==> src/hdl/pm_consts.svh <==
`ifndef PM_CONSTS_SVH
`define PM_CONSTS_SVH

// Metric and trellis dimensions
`define PM_WIDTH        8
`define PM_NUM_STATES   64
`define PM_STATE_W      6
`define PM_GROUP_SIZE   8
`define PM_NUM_GROUPS   8

// Saturation bounds of a normalized metric
`define PM_SAT_MIN      (-128)
`define PM_SAT_MAX      127

// Active state count selector
`define PM_MODE_64      2'd0
`define PM_MODE_32      2'd1
`define PM_MODE_16      2'd2
`define PM_MODE_8       2'd3

`endif

==> src/hdl/pm_pkg.sv <==
`include "pm_consts.svh"

package pm_pkg;

	// One signed path metric
	typedef logic signed [`PM_WIDTH-1:0] pm_metric_t;

	// Trellis state index
	typedef logic [`PM_STATE_W-1:0] pm_state_t;

	// Active state count, see PM_MODE_* codes
	typedef logic [1:0] pm_mode_t;

	// All metrics side by side, state 0 in the low bits
	typedef logic [`PM_NUM_STATES*`PM_WIDTH-1:0] pm_vec_t;

	// Result of one compare stage
	typedef struct packed {
		pm_metric_t metric;
		pm_state_t  state;
	} pm_max_t;

	// Left candidate holds the lower states and wins on a tie
	function automatic pm_max_t pm_pick(
		input pm_max_t left,
		input pm_max_t right
	);
		if ($signed(left.metric) >= $signed(right.metric)) begin
			return left;
		end
		return right;
	endfunction

endpackage

==> src/hdl/pm_max_group.sv <==
`timescale 1ns/1ps

`include "pm_consts.svh"

// Maximum metric and its state inside one group of eight states
module pm_max_group #(
	parameter int BASE_STATE = 0
) (
	input  logic [`PM_GROUP_SIZE*`PM_WIDTH-1:0] pm_i,
	output pm_pkg::pm_max_t                     best_o
);

	pm_pkg::pm_max_t leaf_s [`PM_GROUP_SIZE];
	pm_pkg::pm_max_t lvl1_s [`PM_GROUP_SIZE/2];
	pm_pkg::pm_max_t lvl2_s [`PM_GROUP_SIZE/4];

	//--------------------------------------------------------------------------
	// Leaves tagged with their absolute state number
	//--------------------------------------------------------------------------
	for (genvar k = 0; k < `PM_GROUP_SIZE; k++) begin : g_leaf
		assign leaf_s[k] = {
			pm_i[k*`PM_WIDTH +: `PM_WIDTH],
			pm_pkg::pm_state_t'(BASE_STATE + k)
		};
	end

	//--------------------------------------------------------------------------
	// Compare levels 8 -> 4 -> 2 -> 1
	//--------------------------------------------------------------------------

	// Neighbour pairs
	for (genvar k = 0; k < `PM_GROUP_SIZE/2; k++) begin : g_lvl1
		assign lvl1_s[k] = pm_pkg::pm_pick(
			leaf_s[2*k],
			leaf_s[2*k+1]
		);
	end

	// Quads
	for (genvar k = 0; k < `PM_GROUP_SIZE/4; k++) begin : g_lvl2
		assign lvl2_s[k] = pm_pkg::pm_pick(
			lvl1_s[2*k],
			lvl1_s[2*k+1]
		);
	end

	// Lower quad wins on equal metrics
	assign best_o = pm_pkg::pm_pick(
		lvl2_s[0],
		lvl2_s[1]
	);

endmodule

==> src/hdl/pm_max_tree.sv <==
`timescale 1ns/1ps

`include "pm_consts.svh"

// Maximum over the active state range
module pm_max_tree (
	input  pm_pkg::pm_vec_t  pm_i,
	input  pm_pkg::pm_mode_t mode_i,
	output pm_pkg::pm_max_t  best_o
);

	// Group results, then the 16, 32 and 64 state levels
	pm_pkg::pm_max_t grp_s [`PM_NUM_GROUPS];
	pm_pkg::pm_max_t l16_s [`PM_NUM_GROUPS/2];
	pm_pkg::pm_max_t l32_s [`PM_NUM_GROUPS/4];
	pm_pkg::pm_max_t l64_s;

	// Number of active states for the current mode
	int act_cnt_s;

	//--------------------------------------------------------------------------
	// First level, eight states per group
	//--------------------------------------------------------------------------
	for (genvar g = 0; g < `PM_NUM_GROUPS; g++) begin : g_group
		pm_max_group #(
			.BASE_STATE (g*`PM_GROUP_SIZE)
		) pm_max_group_i (
			.pm_i   (pm_i[g*`PM_GROUP_SIZE*`PM_WIDTH +: `PM_GROUP_SIZE*`PM_WIDTH]),
			.best_o (grp_s[g])
		);
	end

	//--------------------------------------------------------------------------
	// Upper levels
	//--------------------------------------------------------------------------

	// States 0-15, 16-31, 32-47, 48-63
	for (genvar g = 0; g < `PM_NUM_GROUPS/2; g++) begin : g_l16
		assign l16_s[g] = pm_pkg::pm_pick(
			grp_s[2*g],
			grp_s[2*g+1]
		);
	end

	// States 0-31 and 32-63
	for (genvar g = 0; g < `PM_NUM_GROUPS/4; g++) begin : g_l32
		assign l32_s[g] = pm_pkg::pm_pick(
			l16_s[2*g],
			l16_s[2*g+1]
		);
	end

	// Full trellis
	assign l64_s = pm_pkg::pm_pick(
		l32_s[0],
		l32_s[1]
	);

	//--------------------------------------------------------------------------
	// Mode select
	//--------------------------------------------------------------------------

	// Each reduced range starts at state 0, so the lowest node of its level
	// already covers exactly the active states
	always_comb begin
		case (mode_i)
			`PM_MODE_64: begin
				best_o    = l64_s;
				act_cnt_s = `PM_NUM_STATES;
			end
			`PM_MODE_32: begin
				best_o    = l32_s[0];
				act_cnt_s = `PM_NUM_STATES/2;
			end
			`PM_MODE_16: begin
				best_o    = l16_s[0];
				act_cnt_s = `PM_NUM_STATES/4;
			end
			default: begin
				best_o    = grp_s[0];
				act_cnt_s = `PM_GROUP_SIZE;
			end
		endcase

		// Winner must come from an active state
		a_state_in_range: assert (int'(best_o.state) < act_cnt_s)
			else $error("max state %0d outside active range", best_o.state);
	end

endmodule

==> src/hdl/pm_norm_regs.sv <==
`timescale 1ns/1ps

`include "pm_consts.svh"

// Normalized metric registers and winning state register
module pm_norm_regs (
	input  logic              clk_i,
	input  logic              rst_an_i,
	input  logic              rst_sync_i,
	input  logic              en_i,
	input  pm_pkg::pm_mode_t  mode_i,
	input  pm_pkg::pm_vec_t   pm_i,
	input  pm_pkg::pm_max_t   best_i,
	output pm_pkg::pm_vec_t   pm_o,
	output pm_pkg::pm_state_t max_state_o
);

	logic [`PM_NUM_STATES-1:0] upd_mask_s;
	pm_pkg::pm_metric_t        pm_q [`PM_NUM_STATES];
	pm_pkg::pm_state_t         max_state_q;

	//--------------------------------------------------------------------------
	// Active state mask
	//--------------------------------------------------------------------------
	always_comb begin
		case (mode_i)
			`PM_MODE_64: upd_mask_s = {`PM_NUM_STATES{1'b1}};
			`PM_MODE_32: upd_mask_s = {`PM_NUM_STATES{1'b1}} >> (`PM_NUM_STATES/2);
			`PM_MODE_16: upd_mask_s = {`PM_NUM_STATES{1'b1}} >> (`PM_NUM_STATES*3/4);
			default:     upd_mask_s = {`PM_NUM_STATES{1'b1}} >> (`PM_NUM_STATES-`PM_GROUP_SIZE);
		endcase
	end

	//--------------------------------------------------------------------------
	// Per-state subtract, clip and register
	//--------------------------------------------------------------------------
	for (genvar s = 0; s < `PM_NUM_STATES; s++) begin : g_state
		logic signed [`PM_WIDTH:0] diff_s;
		pm_pkg::pm_metric_t        norm_s;

		// One extra bit so the difference cannot wrap
		assign diff_s = {pm_i[(s+1)*`PM_WIDTH-1], pm_i[s*`PM_WIDTH +: `PM_WIDTH]} -
			{best_i.metric[`PM_WIDTH-1], best_i.metric};

		// Never positive, so only the lower bound needs a clamp
		assign norm_s = (diff_s < `PM_SAT_MIN) ?
			pm_pkg::pm_metric_t'(`PM_SAT_MIN) : diff_s[`PM_WIDTH-1:0];

		always_ff @(posedge clk_i or negedge rst_an_i) begin
			if (!rst_an_i) begin
				pm_q[s] <= '0;
			end else if (rst_sync_i) begin
				pm_q[s] <= '0;
			end else if (en_i && upd_mask_s[s]) begin
				pm_q[s] <= norm_s;
			end
		end

		assign pm_o[s*`PM_WIDTH +: `PM_WIDTH] = pm_q[s];

		// Active result lies between the lower clamp and zero
		a_active_bound: assert property (
			@(posedge clk_i) disable iff (!rst_an_i)
			(en_i && !rst_sync_i && upd_mask_s[s]) |=>
				(pm_q[s] <= 0) && (pm_q[s] >= `PM_SAT_MIN) && (pm_q[s] < `PM_SAT_MAX)
		) else $error("state %0d out of bounds after update", s);

		a_inactive_hold: assert property (
			@(posedge clk_i) disable iff (!rst_an_i)
			(en_i && !rst_sync_i && !upd_mask_s[s]) |=> $stable(pm_q[s])
		) else $error("inactive state %0d changed", s);
	end

	//--------------------------------------------------------------------------
	// Winning state
	//--------------------------------------------------------------------------
	always_ff @(posedge clk_i or negedge rst_an_i) begin
		if (!rst_an_i) begin
			max_state_q <= '0;
		end else if (rst_sync_i) begin
			max_state_q <= '0;
		end else if (en_i) begin
			max_state_q <= best_i.state;
		end
	end

	assign max_state_o = max_state_q;

endmodule

==> src/hdl/pm_normalize.sv <==
`timescale 1ns/1ps

// Path metric normalizer for a 64-state Viterbi decoder
module pm_normalize (
	input  logic              clk_i,
	input  logic              rst_an_i,
	input  logic              rst_sync_i,
	input  logic              en_i,
	input  pm_pkg::pm_mode_t  mode_i,
	input  pm_pkg::pm_vec_t   pm_i,
	output pm_pkg::pm_vec_t   pm_o,
	output pm_pkg::pm_state_t max_state_o
);

	// Combinational maximum of the active range
	pm_pkg::pm_max_t best_s;

	//--------------------------------------------------------------------------
	// Max search
	//--------------------------------------------------------------------------
	pm_max_tree pm_max_tree_i (
		.pm_i   (pm_i),
		.mode_i (mode_i),
		.best_o (best_s)
	);

	//--------------------------------------------------------------------------
	// Normalize and register
	//--------------------------------------------------------------------------
	pm_norm_regs pm_norm_regs_i (
		.clk_i       (clk_i),
		.rst_an_i    (rst_an_i),
		.rst_sync_i  (rst_sync_i),
		.en_i        (en_i),
		.mode_i      (mode_i),
		.pm_i        (pm_i),
		.best_i      (best_s),
		.pm_o        (pm_o),
		.max_state_o (max_state_o)
	);

endmodule

==> config.mk <==
export PLATFORM = sky130hd
export DESIGN_NAME = pm_normalize
export DESIGN_NICKNAME = d
export VERILOG_FILES = /design/src/hdl/pm_pkg.sv /design/src/hdl/pm_max_group.sv /design/src/hdl/pm_max_tree.sv /design/src/hdl/pm_norm_regs.sv /design/src/hdl/pm_normalize.sv
export VERILOG_INCLUDE_DIRS = /design/src /design/src/hdl
export SDC_FILE = /design/constraint.sdc
export NUM_CORES = 2
export LEC_CHECK = 0
export BUFFER_PORTS_ARGS = -buffer_cell sky130_fd_sc_hd__buf_2
export CAP_MARGIN = 20
export CORE_AREA = 2 2 406 408
export DETAILED_ROUTE_END_ITERATION = 8
export DIE_AREA = 0 0 408 410
export SLEW_MARGIN = 10
export SYNTH_ARGS = -nofsm -noshare
export SYNTH_HDL_FRONTEND = slang
export SYNTH_SLANG_ARGS = --single-unit
==> constraint.sdc <==
create_clock -name clk_i -period 2.1 [get_ports clk_i]
set_input_delay 0.315 -clock clk_i [delete_from_list [all_inputs] [get_ports clk_i]]
set_output_delay 0.315 -clock clk_i [all_outputs]
set_load 0.01 [all_outputs]
==> flow_summary.toml <==
[placement]
gp_congestion = 1.01
hpwlAfterDp_mm = 215
portBuffers = 1035

[sta]
rsz0062_at_grt = "true"
skew_ps = 0
min_period_ps = 12900
final-hold-violation-count = 0
finalWorstSetupSlack_ps = -10800
slew_headroom_pct = 30.9
fin_crit_sh_pct = 614
whs_ps = 95.2
fmax_mhz = 77.5
drv_slew = 0
setup_viol = 518
worst_pin_slew_ps = 1020

[setup_path]
cpMostUsedCell = "o21ai_1"
criticalPathCategory = "primary input to register"
arrival_ps = 13490
rr_worst_depth = 3
required_ps = 2690
worst_r2r_startpoint = "pm_norm_regs_i.max_state_o[3]"
r2r-end = "pm_norm_regs_i.max_state_o[3]"
cp-end-kind = "register"
cp_slowest_cell = "a221o_4"
crit_start = "pm_i[47]"
crit_path_max_incr_delay_ps = 430
regToRegSetupSlack_ps = 760
cp_max_fo = 30
crit_path_start_kind = "primary input"
crit_end = "pm_norm_regs_i.pm_o[205]"

[clock_tree]
htree_levels = 3
cts_tree = "yes"
clkLatencyLatePin_ps = 700
numClockSinks = 518
clock_path_buffers = 3
root_buffer = "clkbuf_16"
cts_made_buffers = 73
clkTransAtPathRegs_ps = 60

[synth]
synth_fp_nets = 8224
yosysWarningCount = 0
synthDistinctLibCells = 117
syn-instance-count = 6664
yosysSeqAreaShare_pct = 22.9
yosys_most_used_dff = "dfrtp_1"
syn_area_um2 = 56500
synth_edf_count = 0
synth_top_area_cell = "dfrtp_1"
synth_seq_cells = 518
async_flop_share_pct = 100
synth_top_area_share_pct = 22.9
synthTopCellsByArea = "dfrtp_1, ha_1, o21ai_0, a21o_1, xnor2_1"
postSynthAreaPerCell_um2 = 8.48

[status]
outcome = "finished with violations"
failed_checks = "setup timing"

[detailed_routing]
antenna_left = 0
vias_per_cell = 5.17
wl_per_cell_um = 21.4
drc_errors = 0
drt_wl_total_mm = 268
num_vias = 65000
drt_iter0_drc = 3877
firstDrtPassIters = 6

[hold_path]
hold_class = "primary input to async pin"

[floorplanning]
die_y_um = 410
fp-row-count = 149
die_area_um2 = 167000
io_pins = 1036
coreArea_um2 = 163000
die_w_um = 408
initial_core_util_pct = 34.6

[global_routing]
grt_start_max_net_pins = 75
antenna_found_initial = 87
grt.total_usage_pct = 30.1
grt_pass1_wl_mm = 385
grt_pass1_vias = 64200
grt-ovfl-total = 0

[final_layout]
fill_cells = 14900
layout_common_cells = "buf_4, buf_2, ha_1"
final_common_cell = "buf_4"
drive_above_1_share_pct = 44.6
areaGrowthSynthToFinish_pct = 61.7
fin_nets = 11800

[run]
max_cap_violations = 0
==> cell usage after synthesis (8+ instances only) <==
master and number:
nor2b_1 210, or3_1 9, a2111oi_0 31, nor3b_1 10, ha_1 978, clkbuf_1 108, a211o_1 11, xor2_1 81
o21a_1 78, nand4_1 27, o21ai_1 18, a211oi_1 37, mux2_2 53, nand2b_1 233, xnor2_1 290, inv_1 603
nor4_1 8, nor3_1 20, a22o_1 49, o211ai_1 20, fa_1 64, dfrtp_1 518, a221o_1 9, a21oi_1 425
and3_1 19, a22oi_1 12, o21ai_0 723, o31ai_1 22, buf_1 16, a21o_1 390, or2_2 42, a311oi_1 10
and2_1 12, a31oi_1 56, nor2_1 319, a32o_1 33, nand3_1 55, nand2_1 661, mux2i_1 203
==> layer usage <==
layer | share of wire (%) | wire, µm | GRT usage [%]
met5 | 0.051 | 138 | 0
met4 | 6.1 | 16300 | 15.7
met3 | 6.5 | 17400 | 6.05
met2 | 46 | 124000 | 49.8
met1 | 41 | 111000 | 36.8
==> worst max-delay path: cells and delay by family <==
| family | cells | cell delay, ps |
|---|---|---|
| compound gates | 35 | 6240 |
| simple gates | 19 | 2460 |
| fa+ha+maj | 7 | 2180 |
| buf+inv | 10 | 1120 |
| mux | 4 | 1110 |
==> area by class of cell <==
class / count / area (µm²) / share of cell area [%]
well taps: 2189 / 2740 / 3.00
clock buffers: 91 / 2030 / 2.22
repair buffers: 3648 / 26100 / 28.6
repair inverters: 1 / 3.75 / 0.00411
clock inverters: 39 / 498 / 0.545
flip-flops and latches: 518 / 13000 / 14.2
diodes: 62 / 155 / 0.170
multi-input cells: 5411 / 44600 / 48.8
inverters: 605 / 2300 / 2.52
==> state kept, by name, indices dropped and copies added, names as in the netlist <==
name	flops
pm_norm_regs_i.pm_o	512
pm_norm_regs_i.max_state_o	6
==> through the flow <==
| step | TNS [ps] | setup WS, ps | util (%) | cells | area (µm²) |
|---|---|---|---|---|---|
| floorplan | -6121290 | -11900 | - | 6664 | 57100 |
| detailed placement | -6095570 | -11940 | 51.2 | 12200 | 83700 |
| finish | -5508270 | -10800 | 55.9 | 12600 | 91400 |
| CTS | -5408390 | -10580 | 53.8 | 12400 | 88000 |
| global route | -5818190 | -11370 | 55.9 | 12600 | 91400 |
| global placement | -5972260 | -11710 | 51.2 | 12200 | 83700 |
==> repair_timing <==
item                       in CTS  in global routing
hold buffers                    1                  0
hold endpoints to repair      248                  0
pin swaps                      86                263
setup buffers                  73                 86
gates resized for setup       310                656
setup endpoints to repair     518                518
gates cloned                    7                  9
==> kinds of logic (layout without fill, tap and decap cells) <==
logic type	after synthesis	after routing	synth area share (%)
DFF	518	518	22.9
other	0	62	0
muxes	260	260	4.76
and+or+nand+nor	1677	1678	14.4
buffers and inverters	738	4384	4.96
adders and majority gates	1051	1051	24.1
xor gates and xnor gates	371	371	5.75
AOI/OAI and AO/OA	2049	2051	23.1
==> how the worst min path moves through the flow <==
stage	start	endpoint	slack, ps	depth (start not counted)
6_report	rst_an_i	pm_norm_regs_i.pm_o[338]	100	2
5_1_grt	rst_sync_i	pm_norm_regs_i.pm_o[55]	90	3
3_3_place_gp	rst_an_i	pm_norm_regs_i.pm_o[344]	220	1
2_1_floorplan	rst_an_i	pm_norm_regs_i.max_state_o[0]	20	0
4_1_cts	pm_i[288]	pm_norm_regs_i.pm_o[288]	50	5
3_5_place_dp	rst_an_i	pm_norm_regs_i.pm_o[338]	210	1
Power is not shown: default switching activity piles up to over one toggle a cycle in this logic, so the estimate is an artifact.
